### src/hw/krz_boot_pkg.sv
// ====================
// Shared sizes, SPI opcode, FSM encodings and the boot word type
// for the flash boot path
// ====================

package krz_boot_pkg;

    // ====================
    // Boot image layout
    // ====================

    // Image starts 1 MiB into the flash
    localparam logic [23:0] BOOT_BASE = 24'h10_0000;

    // 32-bit words in the image
    localparam int BOOT_WORDS = 64;
    localparam int RAM_ADDR_W = $clog2(BOOT_WORDS);

    // Loader queue depth, also the reader's starting credit count
    localparam int BOOT_CREDITS = 4;
    localparam int CREDIT_W     = $clog2(BOOT_CREDITS + 1);
    localparam int QPTR_W       = $clog2(BOOT_CREDITS);

    // ====================
    // SPI side
    // ====================

    // Plain read, no dummy cycles
    localparam logic [7:0] SPI_READ_CMD = 8'h03;

    // Counts bits inside one 32-bit shift window
    localparam int BIT_CNT_W = 5;

    // Reader FSM encodings
    localparam logic [2:0] ST_IDLE = 3'd0;
    localparam logic [2:0] ST_CMD  = 3'd1;
    localparam logic [2:0] ST_ADDR = 3'd2;
    localparam logic [2:0] ST_DATA = 3'd3;
    localparam logic [2:0] ST_STOP = 3'd4;

    // Lane 0 holds the first byte off the wire, so the word is little-endian
    typedef union packed {
        logic [3:0][7:0] bytes;
        logic [31:0]     word;
    } boot_word_t;

endpackage

### src/hw/boot_word_if.sv
// ====================
// Word channel from the flash reader to the loader, credit flow control
// ====================

`timescale 1ns/1ps

interface boot_word_if;
    import krz_boot_pkg::*;

    // One-cycle word strobe, only sent while the reader holds a credit
    logic       valid;
    boot_word_t data;
    // Marks the final image word
    logic       last;
    // One pulse returns one credit
    logic       credit;

    modport reader (
        output valid,
        output data,
        output last,
        input  credit
    );

    modport loader (
        input  valid,
        input  data,
        input  last,
        output credit
    );

endinterface

### src/hw/spi_flash_reader.sv
// ====================
// SPI master that issues one flash read at BOOT_BASE and streams the
// image out as words, pausing sclk whenever it runs out of credits
// ====================

`timescale 1ns/1ps

module spi_flash_reader (
    input  logic        clk,
    input  logic        rst_n,
    input  logic        start,
    output logic        busy,
    output logic        sclk,
    output logic        mosi,
    output logic        flash_cs,
    input  logic        miso,
    boot_word_if.reader out
);
    import krz_boot_pkg::*;

    logic [2:0]            state;
    logic [BIT_CNT_W-1:0]  bit_cnt;
    logic [31:0]           tx_shift;
    boot_word_t            rx_word;
    logic                  word_full;
    logic [RAM_ADDR_W-1:0] word_cnt;
    logic [CREDIT_W-1:0]   credits;
    logic                  launch;
    logic                  rx_edge;
    logic                  send;
    logic                  word_last;

    assign busy      = (state != ST_IDLE);
    assign launch    = (state == ST_IDLE) && start;
    assign word_last = (word_cnt == RAM_ADDR_W'(BOOT_WORDS - 1));

    // Rising sclk in the data phase, miso is captured on this edge
    assign rx_edge = (state == ST_DATA) && !sclk && !word_full;

    // A full word goes out in the low half of sclk, only with credit left
    assign send = (state == ST_DATA) && !sclk && word_full && (credits != '0);

    // ====================
    // Sequencer
    // ====================

    always_ff @(posedge clk or negedge rst_n) begin
        if (!rst_n) begin
            state     <= ST_IDLE;
            sclk      <= 1'b0;
            mosi      <= 1'b0;
            flash_cs  <= 1'b1;
            bit_cnt   <= '0;
            word_cnt  <= '0;
            word_full <= 1'b0;
        end else begin
            case (state)
                ST_IDLE: begin
                    if (start) begin
                        state     <= ST_CMD;
                        flash_cs  <= 1'b0;
                        mosi      <= SPI_READ_CMD[7];
                        bit_cnt   <= '0;
                        word_cnt  <= '0;
                        word_full <= 1'b0;
                    end
                end

                ST_CMD: begin
                    sclk <= !sclk;
                    // mosi only moves on the falling edge
                    if (sclk) begin
                        mosi    <= tx_shift[30];
                        bit_cnt <= bit_cnt + 1'b1;
                        if (bit_cnt == 5'd7) begin
                            state   <= ST_ADDR;
                            bit_cnt <= '0;
                        end
                    end
                end

                ST_ADDR: begin
                    sclk <= !sclk;
                    if (sclk) begin
                        mosi    <= tx_shift[30];
                        bit_cnt <= bit_cnt + 1'b1;
                        if (bit_cnt == 5'd23) begin
                            state   <= ST_DATA;
                            bit_cnt <= '0;
                            mosi    <= 1'b0;
                        end
                    end
                end

                ST_DATA: begin
                    if (sclk) begin
                        sclk <= 1'b0;
                    end else if (word_full) begin
                        // No credit means sclk just stays low here
                        if (send) begin
                            word_full <= 1'b0;
                            word_cnt  <= word_cnt + 1'b1;
                            if (word_last) begin
                                state    <= ST_STOP;
                                flash_cs <= 1'b1;
                            end
                        end
                    end else begin
                        sclk    <= 1'b1;
                        bit_cnt <= bit_cnt + 1'b1;
                        if (bit_cnt == 5'd31) begin
                            word_full <= 1'b1;
                        end
                    end
                end

                ST_STOP: begin
                    // Stay busy until the loader has drained its queue
                    if (credits + CREDIT_W'(out.credit) == CREDIT_W'(BOOT_CREDITS)) begin
                        state <= ST_IDLE;
                    end
                end

                default: begin
                    state <= ST_IDLE;
                end
            endcase
        end
    end

    // ====================
    // Shift registers
    // ====================

    always_ff @(posedge clk) begin
        if (launch) begin
            tx_shift <= {SPI_READ_CMD, BOOT_BASE};
        end else if ((state == ST_CMD || state == ST_ADDR) && sclk) begin
            tx_shift <= {tx_shift[30:0], 1'b0};
        end

        // MSB first within each byte, bytes fill lanes 0 to 3
        if (rx_edge) begin
            rx_word.bytes[bit_cnt[4:3]] <= {rx_word.bytes[bit_cnt[4:3]][6:0], miso};
        end

        if (send) begin
            out.data <= rx_word;
        end
    end

    // Credit counter and word strobes
    always_ff @(posedge clk or negedge rst_n) begin
        if (!rst_n) begin
            credits   <= '0;
            out.valid <= 1'b0;
            out.last  <= 1'b0;
        end else begin
            out.valid <= send;
            out.last  <= send && word_last;
            if (launch) begin
                credits <= CREDIT_W'(BOOT_CREDITS);
            end else begin
                credits <= credits + CREDIT_W'(out.credit) - CREDIT_W'(send);
            end
        end
    end

endmodule

### src/hw/boot_loader.sv
// ====================
// Queues incoming boot words and writes them into the boot RAM,
// one credit back per word written, done after the last one
// ====================

`timescale 1ns/1ps

module boot_loader (
    input  logic                                clk,
    input  logic                                rst_n,
    input  logic                                start,
    boot_word_if.loader                         in,
    output logic                                we,
    output logic [krz_boot_pkg::RAM_ADDR_W-1:0] waddr,
    output logic [31:0]                         wdata,
    output logic                                done
);
    import krz_boot_pkg::*;

    // Circular queue, one slot per credit
    boot_word_t          q_data [BOOT_CREDITS];
    logic                q_last [BOOT_CREDITS];
    logic [QPTR_W-1:0]   wr_ptr;
    logic [QPTR_W-1:0]   rd_ptr;
    logic [CREDIT_W-1:0] count;

    logic active;
    logic begin_boot;
    logic pop;
    logic push;

    // Start is only taken between boots
    assign begin_boot = start && !active;

    assign push = in.valid;
    // Drain one entry per cycle whenever something is queued
    assign pop  = (count != '0);

    assign we        = pop;
    assign wdata     = q_data[rd_ptr].word;
    assign in.credit = pop;

    // ====================
    // Queue storage
    // ====================

    always_ff @(posedge clk) begin
        if (push) begin
            q_data[wr_ptr] <= in.data;
            q_last[wr_ptr] <= in.last;
        end
    end

    // Pointers and fill level
    always_ff @(posedge clk or negedge rst_n) begin
        if (!rst_n) begin
            wr_ptr <= '0;
            rd_ptr <= '0;
            count  <= '0;
        end else begin
            if (push) begin
                wr_ptr <= wr_ptr + 1'b1;
            end
            if (pop) begin
                rd_ptr <= rd_ptr + 1'b1;
            end
            count <= count + CREDIT_W'(push) - CREDIT_W'(pop);
        end
    end

    // ====================
    // Write address and completion
    // ====================

    always_ff @(posedge clk or negedge rst_n) begin
        if (!rst_n) begin
            waddr  <= '0;
            done   <= 1'b0;
            active <= 1'b0;
        end else begin
            if (begin_boot) begin
                waddr  <= '0;
                done   <= 1'b0;
                active <= 1'b1;
            end else if (pop) begin
                waddr <= waddr + 1'b1;
                // Last word written this cycle, done shows next cycle
                if (q_last[rd_ptr]) begin
                    done   <= 1'b1;
                    active <= 1'b0;
                end
            end
        end
    end

endmodule

### src/hw/boot_ram.sv
// ====================
// Boot RAM with a loader write port and a one-cycle fetch read port
// ====================

`timescale 1ns/1ps

module boot_ram (
    input  logic                                clk,
    input  logic                                we,
    input  logic [krz_boot_pkg::RAM_ADDR_W-1:0] waddr,
    input  logic [31:0]                         wdata,
    input  logic [krz_boot_pkg::RAM_ADDR_W-1:0] rd_addr,
    output logic [31:0]                         rd_data
);
    import krz_boot_pkg::*;

    logic [31:0] mem [BOOT_WORDS];

    // ====================
    // Write port
    // ====================

    always_ff @(posedge clk) begin
        if (we) begin
            mem[waddr] <= wdata;
        end
    end

    // ====================
    // Read port
    // ====================

    // Registered output, data follows the address by one cycle
    always_ff @(posedge clk) begin
        rd_data <= mem[rd_addr];
    end

endmodule

### src/hw/krz_boot_top.sv
// ====================
// Flash boot subsystem top, SPI flash in, boot RAM fetch port and LEDs out
// ====================

`timescale 1ns/1ps

module krz_boot_top (
    input  logic                                clk,
    input  logic                                rst_n,
    input  logic                                start,
    input  logic                                miso,
    input  logic [krz_boot_pkg::RAM_ADDR_W-1:0] rd_addr,
    output logic                                sclk,
    output logic                                mosi,
    output logic                                flash_cs,
    output logic [31:0]                         rd_data,
    output logic                                led_busy,
    output logic                                led_done
);
    import krz_boot_pkg::*;

    // Loader to RAM write path
    logic                  ram_we;
    logic [RAM_ADDR_W-1:0] ram_waddr;
    logic [31:0]           ram_wdata;

    boot_word_if word_if ();

    // ====================
    // Flash side
    // ====================

    spi_flash_reader spi_flash_reader_inst (
        .clk      (clk),
        .rst_n    (rst_n),
        .start    (start),
        .busy     (led_busy),
        .sclk     (sclk),
        .mosi     (mosi),
        .flash_cs (flash_cs),
        .miso     (miso),
        .out      (word_if.reader)
    );

    boot_loader boot_loader_inst (
        .clk   (clk),
        .rst_n (rst_n),
        .start (start),
        .in    (word_if.loader),
        .we    (ram_we),
        .waddr (ram_waddr),
        .wdata (ram_wdata),
        .done  (led_done)
    );

    // ====================
    // Boot memory
    // ====================

    boot_ram boot_ram_inst (
        .clk     (clk),
        .we      (ram_we),
        .waddr   (ram_waddr),
        .wdata   (ram_wdata),
        .rd_addr (rd_addr),
        .rd_data (rd_data)
    );

endmodule

### config.mk
export PLATFORM = sky130hd
export DESIGN_NAME = krz_boot_top
export DESIGN_NICKNAME = d
export VERILOG_FILES = /design/src/hw/krz_boot_pkg.sv /design/src/hw/boot_word_if.sv /design/src/hw/spi_flash_reader.sv /design/src/hw/boot_loader.sv /design/src/hw/boot_ram.sv /design/src/hw/krz_boot_top.sv
export SDC_FILE = /design/constraint.sdc
export NUM_CORES = 2
export LEC_CHECK = 0
export BUFFER_PORTS_ARGS = -buffer_cell sky130_fd_sc_hd__buf_2
export CAP_MARGIN = 20
export CORE_MARGIN = 1.5
export CORE_UTILIZATION = 50
export DETAILED_ROUTE_END_ITERATION = 8
export PLACE_DENSITY = 0.65
export SLEW_MARGIN = 20
export SYNTH_ARGS = -nofsm -noshare
export SYNTH_HDL_FRONTEND = slang
export SYNTH_SLANG_ARGS = --single-unit
### constraint.sdc
create_clock -name clk -period 5.24 [get_ports clk]
set_input_delay 0 -clock clk [delete_from_list [all_inputs] [get_ports clk]]
set_output_delay 0 -clock clk [all_outputs]
set_load 0.02 [all_outputs]
### Word level (Yosys, flattened, before mapping)

Memories as Yosys holds them, arrays and structs flattened. A register that Yosys moved wholly into a read port is not among the register bits.
Cells that the tools add are included.

* logic and storage cells: 144
* register bits after elaboration: 113
* memory bits (writable): 2180
* memories kept: 3

Memory list
* boot_ram_inst.mem: words 64, bits a word 32, read ports 1, clocked after memory_dff 1, wr ports 1, line boot_ram.sv:17 `logic [31:0] mem [BOOT_WORDS];`
* boot_loader_inst.q_data: words 4, bits a word 32, read ports 1, clocked after memory_dff 0, wr ports 1, line boot_loader.sv:21 `boot_word_t q_data [BOOT_CREDITS];`
* boot_loader_inst.q_last: words 4, bits a word 1, read ports 1, clocked after memory_dff 0, wr ports 1, line boot_loader.sv:22 `logic q_last [BOOT_CREDITS];`

* mux-type cells: 60
* reductions and logical operators: 31
* add/sub/neg operators: 9
* order comparisons: 2
* equality and inequality tests: 20

Operators by type and width (number)
* 2-to-1 mux 6 bit: 6
* 2-to-1 mux 5 bit: 7
* 2-to-1 mux 3 bit: 11
* bitwise mux 32 bit: 1
* 2-to-1 mux 1 bit: 24
* one-hot mux 5 bit (4 select lines): 1
* binary-select mux 8 bit (select 2 bit): 1
* demux 8 bit (select 2 bit): 1
* inequality test 2 x 1 -> 1 bit (second input constant): 8
* one-hot mux 3 bit (5 select lines): 1
* adder 6 x 1 -> 6 bit (second input constant): 2
* one-hot mux 6 bit (2 select lines): 1
* AND reduction 6 bit: 2
* nonzero test 3 bit: 4
* equality test 5 bit (second input constant): 2
* AND reduction 10 bit: 1
* logical AND 1 bit: 9
* 2-to-1 mux 8 bit: 1
* nonzero test 2 bit: 4
* 2-to-1 mux 7 bit: 1
* adder 3 x 1 -> 3 bit: 2
* equality test 3 x 2 -> 1 bit (second input constant): 2
* equality test 3 bit (second input constant): 2
* equality test 6 bit (second input constant): 1
* other kinds (19): 27

### Longest topological paths before layout

* depth in word-level cells: 8
* mapped depth: 9
* depth with buffers taken out: 8

### Cells and area by module

From an unflattened synthesis, not the netlist that was laid out.

* cell total of the unflattened synthesis: 3825
* area total of the unflattened synthesis: 87963.1 µm²

Modules (own cells, without submodules)
* boot_ram: cells each 3324, sequential area each 62139.6 µm², area each 78515.3 µm², times used 1
* boot_loader: cells each 243, sequential area each 4339.2 µm², area each 5517.8 µm², times used 1
* spi_flash_reader: cells each 258, sequential area each 2718.9 µm², area each 3930.0 µm², times used 1

### Worst setup path after synthesis

Ideal clock, no wire load.

* kind: register -> register
* from: register spi_flash_reader_inst.state[0]
* to: register spi_flash_reader_inst.credits[2]
* library setup time: 124 ps
* cell stages (with the launch flop): 8
* arrival: 4139 ps
* path buffers: 1
* path slack: 977 ps
* cell sequence: dfrtp_1 -> clkbuf_1 -> nand3b_1 -> nor3_1 -> ha_1 -> ha_1 -> xnor2_1 -> nand2_1

* cells in the longest elaborated chain, start to end: 6
* elaborated cells on any way between the ends: 8
* those cells by class: 1 x add/sub; 1 x eq/ne; 1 x mux; 5 x reduce/logical

RTL lines
* from (decl): line spi_flash_reader.sv:21 `logic [2:0] state;`
* from (signal assigned): line spi_flash_reader.sv:49 `state <= ST_IDLE;`
* from (signal assigned): line spi_flash_reader.sv:60 `state <= ST_CMD;`
* from (signal assigned): line spi_flash_reader.sv:76 `state <= ST_ADDR;`
* equality test 3 x 2 -> 1 bit: line spi_flash_reader.sv:41 `assign send = (state == ST_DATA) && !sclk && word_full && (credits != '0);`
* logical AND 1 bit (3 in series): line spi_flash_reader.sv:41
* named net spi_flash_reader_inst.send: line spi_flash_reader.sv:30 `logic send;`
* subtractor 3 x 1 -> 3 bit: line spi_flash_reader.sv:164 `credits <= credits + CREDIT_W'(out.credit) - CREDIT_W'(send);`
* 2-to-1 mux 3 bit: line spi_flash_reader.sv:161 `if (launch) begin`
* to (signal assigned): line spi_flash_reader.sv:162 `credits <= CREDIT_W'(BOOT_CREDITS);`
* to (signal assigned): line spi_flash_reader.sv:164
* to (decl): line spi_flash_reader.sv:27 `logic [CREDIT_W-1:0] credits;`

The timed path passes the listed nets, and every way through them passes these cells.
A chain may end at the register's enable or synchronous reset.

### Final worst setup path

* from: register boot_loader_inst.count[0]
* to: memory boot_ram_inst.mem[19][6] (enable)

* cells in the longest elaborated chain, start to end: 3

RTL lines
* from (decl): line boot_loader.sv:25 `logic [CREDIT_W-1:0] count;`
* from (signal assigned): line boot_loader.sv:67 `count <= count + CREDIT_W'(push) - CREDIT_W'(pop);`
* nonzero test 3 bit: line boot_loader.sv:37 `assign pop = (count != '0);`
* 2-to-1 mux 1 bit: line boot_ram.sv:24 `if (we) begin`
* 2-to-1 mux 1 bit (implied by the code): line boot_ram.sv:25 `mem[waddr] <= wdata;`
* to (decl): line boot_ram.sv:17

No other way between the ends.

==> run summary <==
Cell Area, Synth: 0.0878 mm²
DR WL/cell: 33.7 µm
Die H: 422 µm
Final Setup Violations: 0
Synth Warn #: 0
CP top delay family: simple AND/OR/NAND/NOR gates
First DRT Iteration DRCs: 5395
DRT Wirelength: 222000 µm
post-synthesis register bit count: 2325
vias after detailed routing: 42.0k
core footprint: 0.174 mm²
launching point of the worst reg2reg path: boot_loader_inst.count[0]
Root Buffer: clkbuf_16
antenna-violating nets left: 0
status: finished, final reports clean
Worst Reg2Reg Path Length in Cells: 5
clock buffer depth: 3
nets: 4086
crit path buf inv count: 1
critical path type: register to register
DRT Pass-1 Iters: 8
Layout Cells excl Fill: 6580
Cells after DPL: 6159
Resize count post-CTS: 0
post-synthesis sequential area ratio: 78.8%
I/O pin total: 47
layout cell share with drive strength beyond 1: 27.6%
dpl hpwl: 128000 µm
maxcap violations: 0
DRC Markers: 0
clk sinks: 2325
Tmin final: 3140 ps
design area: 0.0989 mm²
headroom to the max-slew limit: 23.9%
num rows: 153
worst-margin pin slew: 1140 ps
commonest non-fill, non-tap cell in the layout: edfxtp_1
Max FO, Critical Path: 21
TritonCTS buffer count: 215
worst hold path type: input port to register
total grt overflow: 0
Reg2Reg Capture Point: boot_ram_inst.mem[19][6]
number of flops mapped to enable cells by yosys: 2244
crit path cell chain: nor3_2, nor2_1, nand3_1, nor2_4, buf_4
main area contributors after synthesis: edfxtp_1 77%, mux4_2 14%, dfrtp_1 1.1%
ys flop type: edfxtp_1
Async SR Flop Fraction: 1.63%
crit path DAT: 3670 ps
first-pass GRT wire length: 315000 µm
post-synth top area cell: edfxtp_1
largest net degree at the start of global routing: 79
Power Total: 0.0373 W
Die ar.: 0.178 mm²
Hold Vio Cnt, Final: 0
DP Area: 0.0917 mm²
Slew Limit Fails: 0
Vias/cell: 6.38
Clock Skew: 33.3 ps
IO buf count: 46
Total GRT Usage: 25.1%
most frequent cells in the layout: 2244 x edfxtp_1, 534 x mux4_2, 219 x clkbuf_16
Post-Syn Nets: 3870
CTS tree: done
Critical Path Sink Type: register
area added between synthesis and finish: 12.7%
Syn Area/Cell: 22.8 µm²
Req. time, crit path: 5770 ps
final RePlAce weighted congestion: 0.845
Cells after Synth: 3845
Worst R2R Setup Slack: 2100 ps
slowest CP cell: nor2_4
Fmax achieved: 319 MHz
Netlist cell types: 64
Worst setup SP type: register
number of global-route vias before repair: 41.5k
RSZ-0062 raised after global routing: false
die span in x: 422 µm
P per Cell Area: 377 mW/mm²
fin crit share: 59.9%
Initial Util: 50.4%
max incr delay on CP: 1020 ps
Leakage: 30.8 nW
H-tree depth: 4
Clock Latency Late Sink: 860 ps
setup total negative slack: 0 ps
top-area cell type share of the netlist area: 76.8%
Reg clk slew, reported paths: 60 ps
hold endpoint: boot_ram_inst.rd_data[15]
maximum VDD drop: 0.371 mV
Hold Startpoint: rd_addr[4]
Min-Delay Path Depth: 4
initial antenna violation count: 13
[cells in the mapped netlist (all sizes together) (9+ instances only)]
cell type	number
dfrtp	37
ha	14
a311oi	9
a21oi	54
mux4	546
mux2i	63
mux2	10
dfxtp	43
nand2	59
nand3	33
a221oi	47
nor3	14
buf	114
o221ai	23
o22ai	46
o21ai	21
edfxtp	2244
nor2	136
nor2b	23
and2	12
a22oi	52
inv	17
clkbuf	89
a22o	46
[registers in the layout, indices dropped and copies added, names as in the netlist, 5 cells and up]
| signal | cells |
|---|---|
| boot_loader_inst.q_data | 128 |
| boot_loader_inst.waddr | 6 |
| boot_ram_inst.mem | 2048 |
| boot_ram_inst.rd_data | 32 |
| spi_flash_reader_inst.bit_cnt | 5 |
| spi_flash_reader_inst.out.data | 32 |
| spi_flash_reader_inst.rx_word | 32 |
| spi_flash_reader_inst.tx_shift | 11 |
| spi_flash_reader_inst.word_cnt | 6 |
[what timing repair did]
item                                   in CTS  in global routing
endpoints found under the hold margin      78                  0
hold buffers                                8                  0
buffers inserted                            0                  0
[worst min-delay path: stages]
cell      delay [ps]
buf_2            390
o221ai_1         220
o21ai_0          100
and3_1           150
[power by group]
part | internal (W) | total, W | switching [W]
sequential | 0.0201 | 0.0202 | 0.0000810
combinational | 0.000543 | 0.00140 | 0.000855
clock | 0.00897 | 0.0157 | 0.00676
[per-layer routing]
metal	vias up	track usage (%)	wire length, µm
li1	16800	-	-
met2	2191	38.8	105000
met1	22600	36.5	88800
met5	-	0	39
met3	346	4.32	19700
met4	6	8.81	8240
[logic make-up (layout without fill, tap and decap cells)]
group / Yosys count / in the layout / synth area share, %
flip-flops: 2325 / 2325 / 78.8
XOR/XNOR: 14 / 14 / 0.140
buffers and inverters: 221 / 625 / 1.49
AND/OR/NAND/NOR: 320 / 320 / 1.70
AO/OA/AOI/OAI: 331 / 331 / 2.75
multiplexers: 619 / 619 / 14.9
adder cells (fa/ha/maj): 15 / 15 / 0.222
other: 0 / 6 / 0
[through the flow]
| stage | hold slack [ps] | util, % | setup WS, ps |
|---|---|---|---|
| after floorplan | -296 | - | 977 |
| after global placement | 219 | 52.4 | 1690 |
| after detailed placement | 243 | 52.6 | 1880 |
| after CTS | 21.9 | 56.8 | 2040 |
| after global routing | 88.4 | 56.8 | 2020 |
| final | 94.8 | 56.8 | 2100 |
[worst max-delay path by stage]
stage | from | endpoint | slack, ps | cells past startpoint
after floorplan | spi_flash_reader_inst.state[0] | spi_flash_reader_inst.credits[2] | 980 | 7
after global placement | rd_addr[2] | boot_ram_inst.rd_data[0] | 1690 | 8
after detailed placement | rd_addr[0] | boot_ram_inst.rd_data[23] | 1880 | 6
after CTS | boot_loader_inst.count[2] | boot_ram_inst.mem[11][9] | 2040 | 5
after global routing | boot_loader_inst.count[0] | boot_ram_inst.mem[19][6] | 2020 | 5
final | boot_loader_inst.count[0] | boot_ram_inst.mem[19][6] | 2100 | 5
[cell type report]
class                      count  area (µm²)
antenna                        6        15.0
clock inverter               149        1410
timing repair buffer         202        1830
fill                       12700       75300
sequential                  2325       69200
clock buffer                 256        5700
multi-input combinational   1299       17800
tap                         2325        2910
inverter                      18        67.6
(Power assumes the default switching activity.)
